File: src/source/vlane_defines.svh
// Width and latency constants for the vector lane
// Include wherever the lane widths or the pipeline depth are needed

`ifndef VLANE_DEFINES_SVH
`define VLANE_DEFINES_SVH

// --------------------------------------------------
// Datapath widths
// --------------------------------------------------

// Element width, one operand or one result
`define VLANE_DATA_W 32

// Half word, used to split the multiply
// into 16x16 partial products
`define VLANE_HALF_W 16

// --------------------------------------------------
// Pipeline depth
// --------------------------------------------------

// Issue to writeback latency in cycles
// EX2, EX3, EX4 and the writeback register
`define VLANE_STAGES 4

`endif

File: src/source/vlane_pkg.sv
// Shared types of the vector lane
// Opcode enum, element word type and opcode class helper

`include "vlane_defines.svh"

package vlane_pkg;

    // Element word
    typedef logic [`VLANE_DATA_W-1:0] vlane_word_t;

    // --------------------------------------------------
    // Opcodes
    // --------------------------------------------------
    typedef enum logic [3:0] {
        // Element-wise ops
        OP_ADD  = 4'h0,
        OP_SUB  = 4'h1,
        OP_AND  = 4'h2,
        OP_OR   = 4'h3,
        OP_XOR  = 4'h4,
        OP_MUL  = 4'h5,
        // In-lane reductions
        OP_RSUM = 4'h8,
        OP_RAND = 4'h9,
        OP_ROR  = 4'hA,
        OP_RXOR = 4'hB
    } vlane_op_e;

    // Reduction ops sit in the upper half of the encoding
    function automatic logic op_is_rdc(vlane_op_e op);
        return op[3];
    endfunction

endpackage

File: src/source/vlane_ex_pipe.sv
// Middle stages EX2 to EX4 of the vector lane
// Combines the multiply partial products in EX2, carries the element
// through EX3 and EX4 and drives the late forward point

`include "vlane_defines.svh"

module vlane_ex_pipe (
    input  logic                   clk,
    input  logic                   rst_n,
    // EX2 stage in
    input  logic                   ex2_valid_i,
    input  vlane_pkg::vlane_op_e   ex2_op_i,
    input  logic                   ex2_active_i,
    input  logic                   ex2_head_i,
    input  logic                   ex2_end_i,
    input  logic                   ex2_done_i,
    input  vlane_pkg::vlane_word_t ex2_res_i,
    input  vlane_pkg::vlane_word_t ex2_pp_ll_i,
    input  vlane_pkg::vlane_word_t ex2_pp_lh_i,
    input  vlane_pkg::vlane_word_t ex2_pp_hl_i,
    input  vlane_pkg::vlane_word_t ex2_scalar_i,
    // EX4 stage out
    output logic                   ex4_valid_o,
    output vlane_pkg::vlane_op_e   ex4_op_o,
    output logic                   ex4_active_o,
    output logic                   ex4_head_o,
    output logic                   ex4_end_o,
    output vlane_pkg::vlane_word_t ex4_res_o,
    output vlane_pkg::vlane_word_t ex4_scalar_o,
    // Late forward point
    output logic                   frw_b_en_o,
    output vlane_pkg::vlane_word_t frw_b_data_o
);
    import vlane_pkg::*;

    logic        mul_pend;
    vlane_word_t mul_lo;
    vlane_word_t ex2_val;

    logic        ex3_valid;
    vlane_op_e   ex3_op;
    logic        ex3_active;
    logic        ex3_head;
    logic        ex3_end;
    vlane_word_t ex3_res;
    vlane_word_t ex3_scalar;

    // --------------------------------------------------
    // EX2 multiply combine
    // --------------------------------------------------
    assign mul_pend = ex2_valid_i && (ex2_op_i == OP_MUL);

    // Cross products only reach the upper half of the low word
    assign mul_lo = ex2_pp_ll_i
                  + (ex2_pp_lh_i << `VLANE_HALF_W)
                  + (ex2_pp_hl_i << `VLANE_HALF_W);

    // Finished results skip the combine
    assign ex2_val = ex2_done_i ? ex2_res_i : mul_lo;

    // --------------------------------------------------
    // EX2/EX3 register
    // --------------------------------------------------
    always_ff @(posedge clk or negedge rst_n) begin
        if (!rst_n) begin
            ex3_valid  <= 1'b0;
            ex3_op     <= OP_ADD;
            ex3_active <= 1'b0;
            ex3_head   <= 1'b0;
            ex3_end    <= 1'b0;
        end else begin
            ex3_valid  <= ex2_valid_i;
            ex3_op     <= ex2_op_i;
            ex3_active <= ex2_active_i;
            ex3_head   <= ex2_head_i;
            ex3_end    <= ex2_end_i;
        end
    end

    always_ff @(posedge clk) begin
        if (ex2_valid_i) begin
            ex3_res    <= ex2_val;
            ex3_scalar <= ex2_scalar_i;
        end
    end

    // --------------------------------------------------
    // EX3/EX4 register
    // --------------------------------------------------
    always_ff @(posedge clk or negedge rst_n) begin
        if (!rst_n) begin
            ex4_valid_o  <= 1'b0;
            ex4_op_o     <= OP_ADD;
            ex4_active_o <= 1'b0;
            ex4_head_o   <= 1'b0;
            ex4_end_o    <= 1'b0;
        end else begin
            ex4_valid_o  <= ex3_valid;
            ex4_op_o     <= ex3_op;
            ex4_active_o <= ex3_active;
            ex4_head_o   <= ex3_head;
            ex4_end_o    <= ex3_end;
        end
    end

    always_ff @(posedge clk) begin
        if (ex3_valid) begin
            ex4_res_o    <= ex3_res;
            ex4_scalar_o <= ex3_scalar;
        end
    end

    // Late forward, one cycle ahead of writeback
    // Reductions are still being folded, so they stay off
    assign frw_b_en_o   = ex4_valid_o && !op_is_rdc(ex4_op_o);
    assign frw_b_data_o = ex4_active_o ? ex4_res_o : '0;

    // Issue must never flag a multiply as finished
    a_mul_not_done: assert property (
        @(posedge clk) disable iff (!rst_n)
        !(mul_pend && ex2_done_i)
    ) else $error("multiply reached EX2 marked done");

endmodule

File: src/source/vlane_issue.sv
// Issue stage of the vector lane
// Decodes the element, runs the single-cycle ALU or splits the multiply,
// drives the early forward point and holds the EX1/EX2 register

`include "vlane_defines.svh"

module vlane_issue (
    input  logic                  clk,
    input  logic                  rst_n,
    // Issue side
    input  logic                  valid_i,
    input  vlane_pkg::vlane_op_e  op_i,
    input  vlane_pkg::vlane_word_t a_i,
    input  vlane_pkg::vlane_word_t b_i,
    input  logic                  active_i,
    input  logic                  head_i,
    input  logic                  end_i,
    // Early forward point
    output logic                  frw_a_en_o,
    output vlane_pkg::vlane_word_t frw_a_data_o,
    // EX2 stage
    output logic                  ex2_valid_o,
    output vlane_pkg::vlane_op_e  ex2_op_o,
    output logic                  ex2_active_o,
    output logic                  ex2_head_o,
    output logic                  ex2_end_o,
    output logic                  ex2_done_o,
    output vlane_pkg::vlane_word_t ex2_res_o,
    output vlane_pkg::vlane_word_t ex2_pp_ll_o,
    output vlane_pkg::vlane_word_t ex2_pp_lh_o,
    output vlane_pkg::vlane_word_t ex2_pp_hl_o,
    output vlane_pkg::vlane_word_t ex2_scalar_o
);
    import vlane_pkg::*;

    logic                     is_rdc;
    logic                     single_cyc;
    logic [`VLANE_HALF_W-1:0] a_lo;
    logic [`VLANE_HALF_W-1:0] a_hi;
    logic [`VLANE_HALF_W-1:0] b_lo;
    logic [`VLANE_HALF_W-1:0] b_hi;
    vlane_word_t              alu_res;
    vlane_word_t              pp_ll;
    vlane_word_t              pp_lh;
    vlane_word_t              pp_hl;

    // --------------------------------------------------
    // Decode and EX1 datapath
    // --------------------------------------------------
    assign is_rdc     = op_is_rdc(op_i);
    assign single_cyc = !is_rdc && (op_i != OP_MUL);

    // Operand halves for the partial products
    assign a_lo = a_i[`VLANE_HALF_W-1:0];
    assign a_hi = a_i[`VLANE_DATA_W-1:`VLANE_HALF_W];
    assign b_lo = b_i[`VLANE_HALF_W-1:0];
    assign b_hi = b_i[`VLANE_DATA_W-1:`VLANE_HALF_W];

    // Low word needs only these three, hi*hi lands above bit 31
    assign pp_ll = a_lo * b_lo;
    assign pp_lh = a_lo * b_hi;
    assign pp_hl = a_hi * b_lo;

    always_comb begin
        case (op_i)
            OP_ADD:  alu_res = a_i + b_i;
            OP_SUB:  alu_res = a_i - b_i;
            OP_AND:  alu_res = a_i & b_i;
            OP_OR:   alu_res = a_i | b_i;
            OP_XOR:  alu_res = a_i ^ b_i;
            // Multiply finishes in EX2
            OP_MUL:  alu_res = '0;
            // Reductions carry the element, folding happens at EX4
            default: alu_res = b_i;
        endcase
    end

    // Early forward, active single-cycle results only
    assign frw_a_en_o   = valid_i && active_i && single_cyc;
    assign frw_a_data_o = alu_res;

    // --------------------------------------------------
    // EX1/EX2 register
    // --------------------------------------------------
    // Control
    always_ff @(posedge clk or negedge rst_n) begin
        if (!rst_n) begin
            ex2_valid_o  <= 1'b0;
            ex2_op_o     <= OP_ADD;
            ex2_active_o <= 1'b0;
            ex2_head_o   <= 1'b0;
            ex2_end_o    <= 1'b0;
            ex2_done_o   <= 1'b0;
        end else begin
            ex2_valid_o  <= valid_i;
            ex2_op_o     <= op_i;
            ex2_active_o <= active_i;
            ex2_head_o   <= head_i;
            ex2_end_o    <= end_i;
            // Everything except the multiply is final after EX1
            ex2_done_o   <= valid_i && (op_i != OP_MUL);
        end
    end

    // Payload, loaded on valid beats only
    always_ff @(posedge clk) begin
        if (valid_i) begin
            ex2_res_o    <= alu_res;
            ex2_pp_ll_o  <= pp_ll;
            ex2_pp_lh_o  <= pp_lh;
            ex2_pp_hl_o  <= pp_hl;
            ex2_scalar_o <= a_i;
        end
    end

    // Run flags belong to reductions only
    a_flags_rdc_only: assert property (
        @(posedge clk) disable iff (!rst_n)
        (valid_i && !is_rdc) |-> !(head_i || end_i)
    ) else $error("head/end flag on element-wise op %s", op_i.name());

endmodule

File: src/source/vlane_rdc_wb.sv
// Writeback stage of the vector lane
// Folds reduction runs into the accumulator and registers the writeback
// of element results on every beat and of reductions on the end element

module vlane_rdc_wb (
    input  logic                   clk,
    input  logic                   rst_n,
    // EX4 stage in
    input  logic                   ex4_valid_i,
    input  vlane_pkg::vlane_op_e   ex4_op_i,
    input  logic                   ex4_active_i,
    input  logic                   ex4_head_i,
    input  logic                   ex4_end_i,
    input  vlane_pkg::vlane_word_t ex4_res_i,
    input  vlane_pkg::vlane_word_t ex4_scalar_i,
    // Writeback
    output logic                   wr_en_o,
    output vlane_pkg::vlane_word_t wr_data_o,
    output logic                   rdc_done_o
);
    import vlane_pkg::*;

    logic        rdc_vld;
    logic        rdc_end;
    vlane_word_t acc_q;
    vlane_word_t acc_nxt;
    vlane_word_t scalar_q;
    vlane_word_t scalar_sel;
    vlane_word_t rdc_final;
    vlane_word_t elem_data;

    // Combine two values under a reduction op
    function automatic vlane_word_t rdc_fold(vlane_op_e op, vlane_word_t x, vlane_word_t y);
        case (op)
            OP_RAND: return x & y;
            OP_ROR:  return x | y;
            OP_RXOR: return x ^ y;
            default: return x + y;
        endcase
    endfunction

    // Neutral start value when the head element is masked off
    function automatic vlane_word_t rdc_ident(vlane_op_e op);
        return (op == OP_RAND) ? '1 : '0;
    endfunction

    // --------------------------------------------------
    // Reduction accumulator
    // --------------------------------------------------
    assign rdc_vld = ex4_valid_i && op_is_rdc(ex4_op_i);
    assign rdc_end = rdc_vld && ex4_end_i;

    always_comb begin
        if (ex4_head_i) begin
            acc_nxt = ex4_active_i ? ex4_res_i : rdc_ident(ex4_op_i);
        end else if (ex4_active_i) begin
            acc_nxt = rdc_fold(ex4_op_i, acc_q, ex4_res_i);
        end else begin
            // Masked element keeps the running value
            acc_nxt = acc_q;
        end
    end

    // Single-element runs take the scalar straight from EX4
    assign scalar_sel = ex4_head_i ? ex4_scalar_i : scalar_q;
    assign rdc_final  = rdc_fold(ex4_op_i, acc_nxt, scalar_sel);

    always_ff @(posedge clk) begin
        if (rdc_vld) begin
            acc_q <= acc_nxt;
        end
        if (rdc_vld && ex4_head_i) begin
            scalar_q <= ex4_scalar_i;
        end
    end

    // --------------------------------------------------
    // Writeback register
    // --------------------------------------------------
    // Inactive elements still write zero data
    assign elem_data = ex4_active_i ? ex4_res_i : '0;

    always_ff @(posedge clk or negedge rst_n) begin
        if (!rst_n) begin
            wr_en_o    <= 1'b0;
            rdc_done_o <= 1'b0;
        end else begin
            // Only the end element of a run writes back
            wr_en_o    <= ex4_valid_i && (!op_is_rdc(ex4_op_i) || ex4_end_i);
            rdc_done_o <= rdc_end;
        end
    end

    always_ff @(posedge clk) begin
        if (ex4_valid_i) begin
            wr_data_o <= rdc_end ? rdc_final : elem_data;
        end
    end

endmodule

File: src/source/vlane_top.sv
// Top level of one vector execution lane
// Issue stage, EX2 to EX4 pipe and reduction/writeback stage in a row

module vlane_top (
    input  logic                   clk,
    input  logic                   rst_n,
    // Issue
    input  logic                   valid_i,
    input  vlane_pkg::vlane_op_e   op_i,
    input  vlane_pkg::vlane_word_t a_i,
    input  vlane_pkg::vlane_word_t b_i,
    input  logic                   active_i,
    input  logic                   head_i,
    input  logic                   end_i,
    // Forward points
    output logic                   frw_a_en_o,
    output vlane_pkg::vlane_word_t frw_a_data_o,
    output logic                   frw_b_en_o,
    output vlane_pkg::vlane_word_t frw_b_data_o,
    // Writeback
    output logic                   wr_en_o,
    output vlane_pkg::vlane_word_t wr_data_o,
    output logic                   rdc_done_o
);
    import vlane_pkg::*;

    // --------------------------------------------------
    // Issue to pipe, EX2
    // --------------------------------------------------
    logic        ex2_valid;
    vlane_op_e   ex2_op;
    logic        ex2_active;
    logic        ex2_head;
    logic        ex2_end;
    logic        ex2_done;
    vlane_word_t ex2_res;
    vlane_word_t ex2_pp_ll;
    vlane_word_t ex2_pp_lh;
    vlane_word_t ex2_pp_hl;
    vlane_word_t ex2_scalar;

    // Pipe to writeback, EX4
    logic        ex4_valid;
    vlane_op_e   ex4_op;
    logic        ex4_active;
    logic        ex4_head;
    logic        ex4_end;
    vlane_word_t ex4_res;
    vlane_word_t ex4_scalar;

    vlane_issue u_issue (
        .clk          (clk),
        .rst_n        (rst_n),
        .valid_i      (valid_i),
        .op_i         (op_i),
        .a_i          (a_i),
        .b_i          (b_i),
        .active_i     (active_i),
        .head_i       (head_i),
        .end_i        (end_i),
        .frw_a_en_o   (frw_a_en_o),
        .frw_a_data_o (frw_a_data_o),
        .ex2_valid_o  (ex2_valid),
        .ex2_op_o     (ex2_op),
        .ex2_active_o (ex2_active),
        .ex2_head_o   (ex2_head),
        .ex2_end_o    (ex2_end),
        .ex2_done_o   (ex2_done),
        .ex2_res_o    (ex2_res),
        .ex2_pp_ll_o  (ex2_pp_ll),
        .ex2_pp_lh_o  (ex2_pp_lh),
        .ex2_pp_hl_o  (ex2_pp_hl),
        .ex2_scalar_o (ex2_scalar)
    );

    vlane_ex_pipe u_ex_pipe (
        .clk          (clk),
        .rst_n        (rst_n),
        .ex2_valid_i  (ex2_valid),
        .ex2_op_i     (ex2_op),
        .ex2_active_i (ex2_active),
        .ex2_head_i   (ex2_head),
        .ex2_end_i    (ex2_end),
        .ex2_done_i   (ex2_done),
        .ex2_res_i    (ex2_res),
        .ex2_pp_ll_i  (ex2_pp_ll),
        .ex2_pp_lh_i  (ex2_pp_lh),
        .ex2_pp_hl_i  (ex2_pp_hl),
        .ex2_scalar_i (ex2_scalar),
        .ex4_valid_o  (ex4_valid),
        .ex4_op_o     (ex4_op),
        .ex4_active_o (ex4_active),
        .ex4_head_o   (ex4_head),
        .ex4_end_o    (ex4_end),
        .ex4_res_o    (ex4_res),
        .ex4_scalar_o (ex4_scalar),
        .frw_b_en_o   (frw_b_en_o),
        .frw_b_data_o (frw_b_data_o)
    );

    vlane_rdc_wb u_rdc_wb (
        .clk          (clk),
        .rst_n        (rst_n),
        .ex4_valid_i  (ex4_valid),
        .ex4_op_i     (ex4_op),
        .ex4_active_i (ex4_active),
        .ex4_head_i   (ex4_head),
        .ex4_end_i    (ex4_end),
        .ex4_res_i    (ex4_res),
        .ex4_scalar_i (ex4_scalar),
        .wr_en_o      (wr_en_o),
        .wr_data_o    (wr_data_o),
        .rdc_done_o   (rdc_done_o)
    );

endmodule
File: config.mk
export PLATFORM = sky130hd
export DESIGN_NAME = vlane_top
export DESIGN_NICKNAME = d
export VERILOG_FILES = /design/src/source/vlane_pkg.sv /design/src/source/vlane_ex_pipe.sv /design/src/source/vlane_issue.sv /design/src/source/vlane_rdc_wb.sv /design/src/source/vlane_top.sv
export VERILOG_INCLUDE_DIRS = /design/src /design/src/source
export SDC_FILE = /design/constraint.sdc
export NUM_CORES = 2
export LEC_CHECK = 0
export ABC_AREA = 1
export ABC_CLOCK_PERIOD_IN_PS = 4500
export BUFFER_PORTS_ARGS = -buffer_cell sky130_fd_sc_hd__buf_4
export CORE_ASPECT_RATIO = 0.8
export CORE_MARGIN = 4
export CORE_UTILIZATION = 55
export CTS_BUF_LIST = sky130_fd_sc_hd__clkbuf_8
export DETAILED_ROUTE_END_ITERATION = 16
export PLACE_DENSITY = 0.74
export SYNTH_ARGS = -nofsm -noshare
export SYNTH_HDL_FRONTEND = slang
export SYNTH_HIERARCHICAL = 1
export SYNTH_SLANG_ARGS = --single-unit
File: constraint.sdc
create_clock -name clk -period 4.5 [get_ports clk]
set_clock_uncertainty 0.1 [all_clocks]
set_input_delay 1.125 -clock clk [delete_from_list [all_inputs] [get_ports clk]]
set_output_delay 1.125 -clock clk [all_outputs]
set_load 0.02 [all_outputs]
==> metrics <==
Vias/cell=5.39; CTS Root Cell=clkbuf_8; row count=92; final std cells w/o fill=about 7400; setup slack at placement=-1770 ps; initial antenna violation count=3; total power draw=around 42 mW; WL final=roughly 150 mm; most frequent cells in the layout=nand2_1 (1271), inv_1 (1199), buf_4 (730); Num CTS Buffers=roughly 70; Post-Synthesis Cells=about 5600; worst hold path cell count=0; number of cells after detailed placement=~7000; RSZ-0062 raised after global routing=true; global-route wire length before repair=roughly 220 mm; die area=between 0.08 and 0.09 mm²; Max transition margin=31.6%; P&R area growth vs syn=30.2%; CP max stage delay=approximately 400 ps; Power Density=around 730 mW/mm²; FF-to-FF End=u_rdc_wb/wr_data_o[12]; synthesized area per cell=between 7 and 8 µm²; end of the critical path=frw_a_data_o[18]; CP arrival=~4300 ps; Mapped Area=approximately 0.044 mm²; Worst VDD drop=1420 µV; Final Worst Setup Slack=-1060 ps; CTS H-tree depth=3; antenna viol nets, final=0; period utilization=124%; TritonCTS clock tree=yes; synth warn=6; multi-input logic area=a little over 0.03 mm²; final hold viol count=0; Net Sw Frac=about 47%; outcome=finished with violations; Total Neg Setup Slack=-53850 ps; CP startpoint=b_i[4]; vias in the first global route=40187; Setup crit start kind=input pin; Crit path depth=22; Clock power frac=8.2%; placed inst area=slightly above 0.05 mm²; GRT overflow=0; utilization after layout=72.9%; RePlAce Congestion=between 0.9 and 1; Reg2Reg Depth=27; DR iter-0 viols=3508; drt wl/cell=~20 µm; worst-path maximum fanout=6; failing checks=setup timing; final period demand of the worst path=~5600 ps; first-pass iteration count of the detailed router=6; Max Freq=approximately 0.18 GHz; most common cell after layout, fill and taps aside=nand2_1; sinks on the clock net=around 380; CP Capture Type=output pin; Worst path slowest cell=ha_2; combinational power share=about four fifths; final number of setup-violating endpoints=76; max cap viols=0; Worst Path Buf+Inv=8; nets=7262; Reg area=between 0.01 and 0.015 mm²; gr usage total=33.5%; WP data required=around 3300 ps; switching power=about 20 mW; Reg power frac=13.5%; cell family with most CP delay=simple AND/OR/NAND/NOR gates; routed vias=40092; WHS=approximately 240 ps; Post-Syn Nets=~6500; Hold Path Class=reg -> reg; largest net degree at the start of global routing=between 100 and 150; core footprint=approximately 0.08 mm²; clk buf depth=3; # IOs=approximately 170; initial core utilization=approximately 56%; Detail Placement HPWL=between 100 and 150 mm; Cell Chain, Critical Path=buf_12, buf_12, buf_12, buf_8, inv_6, nand4_4, nor2_4, nand2_4, o21ai_4, nand2_2, xor2_1, ha_2, nand2_4, nor2_4, inv_2, nor2_4, nand4_1, nand4_1, nand3_2, o211ai_1, buf_4, buf_6; Worst-Margin Slew=about 1000 ps; Reg-to-Reg Start=u_ex_pipe/ex4_res_o[3]; flop2flop setup slack=0 ps; Crit Path Class=in -> out; max-slew violations=0; height of the die=262 µm; layout cells sized above 1=slightly below 30%; IO buf count=173; fillcell total=5907; leak pwr=around 30 nW; design area=slightly below 0.06 mm²; Clock Latency Late Sink=670 ps; clk slew on worst S/H paths=about 60 ps; Remaining DRCs=0; internal power=22.2 mW; die width=about 330 µm
## worst min path at each step
| stage | startpoint | endpoint | slack [ps] |
|---|---|---|---|
| 6_report | u_ex_pipe/ex3_op[3] | u_ex_pipe/ex4_op_o[3] | 240 |
| 5_1_grt | rst_n | u_issue/ex2_end_o | 240 |
| 4_1_cts | rst_n | u_ex_pipe/ex4_head_o | 200 |
| 3_5_place_dp | u_issue/ex2_op_o[2] | u_ex_pipe/ex3_op[2] | 230 |
| 3_3_place_gp | u_issue/ex2_op_o[3] | u_ex_pipe/ex3_op[3] | 230 |
| 2_1_floorplan | u_issue/ex2_active_o | u_ex_pipe/ex3_active | 230 |
## area by class of cell
type,count,area share (%)
Multi-Input combinational cell,3671,53.4
Clock inverter,50,0.832
Antenna cell,2,0.00865
Timing Repair Buffer,908,13.8
Inverter,1319,8.63
Tap cell,1034,2.24
Sequential cell,379,19.4
Clock buffer,70,1.66
## state kept, by name (all words and copies together), names as in the netlist, 4 cells and up
signal,cells
u_issue/ex2_res_o,32
u_rdc_wb/wr_data_o,32
u_ex_pipe/ex4_op_o,4
u_ex_pipe/ex3_scalar,32
u_ex_pipe/ex3_res,32
u_rdc_wb/scalar_q,32
u_rdc_wb/acc_q,32
u_ex_pipe/ex4_res_o,32
u_issue/ex2_pp_lh_o,16
u_issue/ex2_pp_hl_o,16
u_issue/ex2_pp_ll_o,32
u_ex_pipe/ex3_op,4
u_issue/ex2_op_o,4
u_issue/ex2_scalar_o,32
u_ex_pipe/ex4_scalar_o,32
## routing by layer
| metal | routed length [µm] | GRT usage [%] |
|---|---|---|
| met5 | 7 | 0 |
| met3 | 11400 | 5.62 |
| met2 | 67100 | 53.8 |
| met4 | 7750 | 14.8 |
| met1 | 59500 | 44.9 |
## power groups by stage
stage	sequential [mW]	clock [mW]	combinational, mW
floorplan	5.58	0	17.2
detailed placement	5.76	0	27.0
global placement	5.74	0	26.6
global route	5.73	3.71	35.8
finish	5.69	3.47	33.1
CTS	5.70	3.53	30.4
## repair_timing
action                                  4_1_cts  5_1_grt
gates resized for setup                     580      382
endpoints found under the setup margin       92       97
gates cloned                                  3        1
hold buffers                                  0        0
buffers inserted                             71       33
pin swaps                                   239      260
Note: power is estimated with default switching activity, not from simulation.
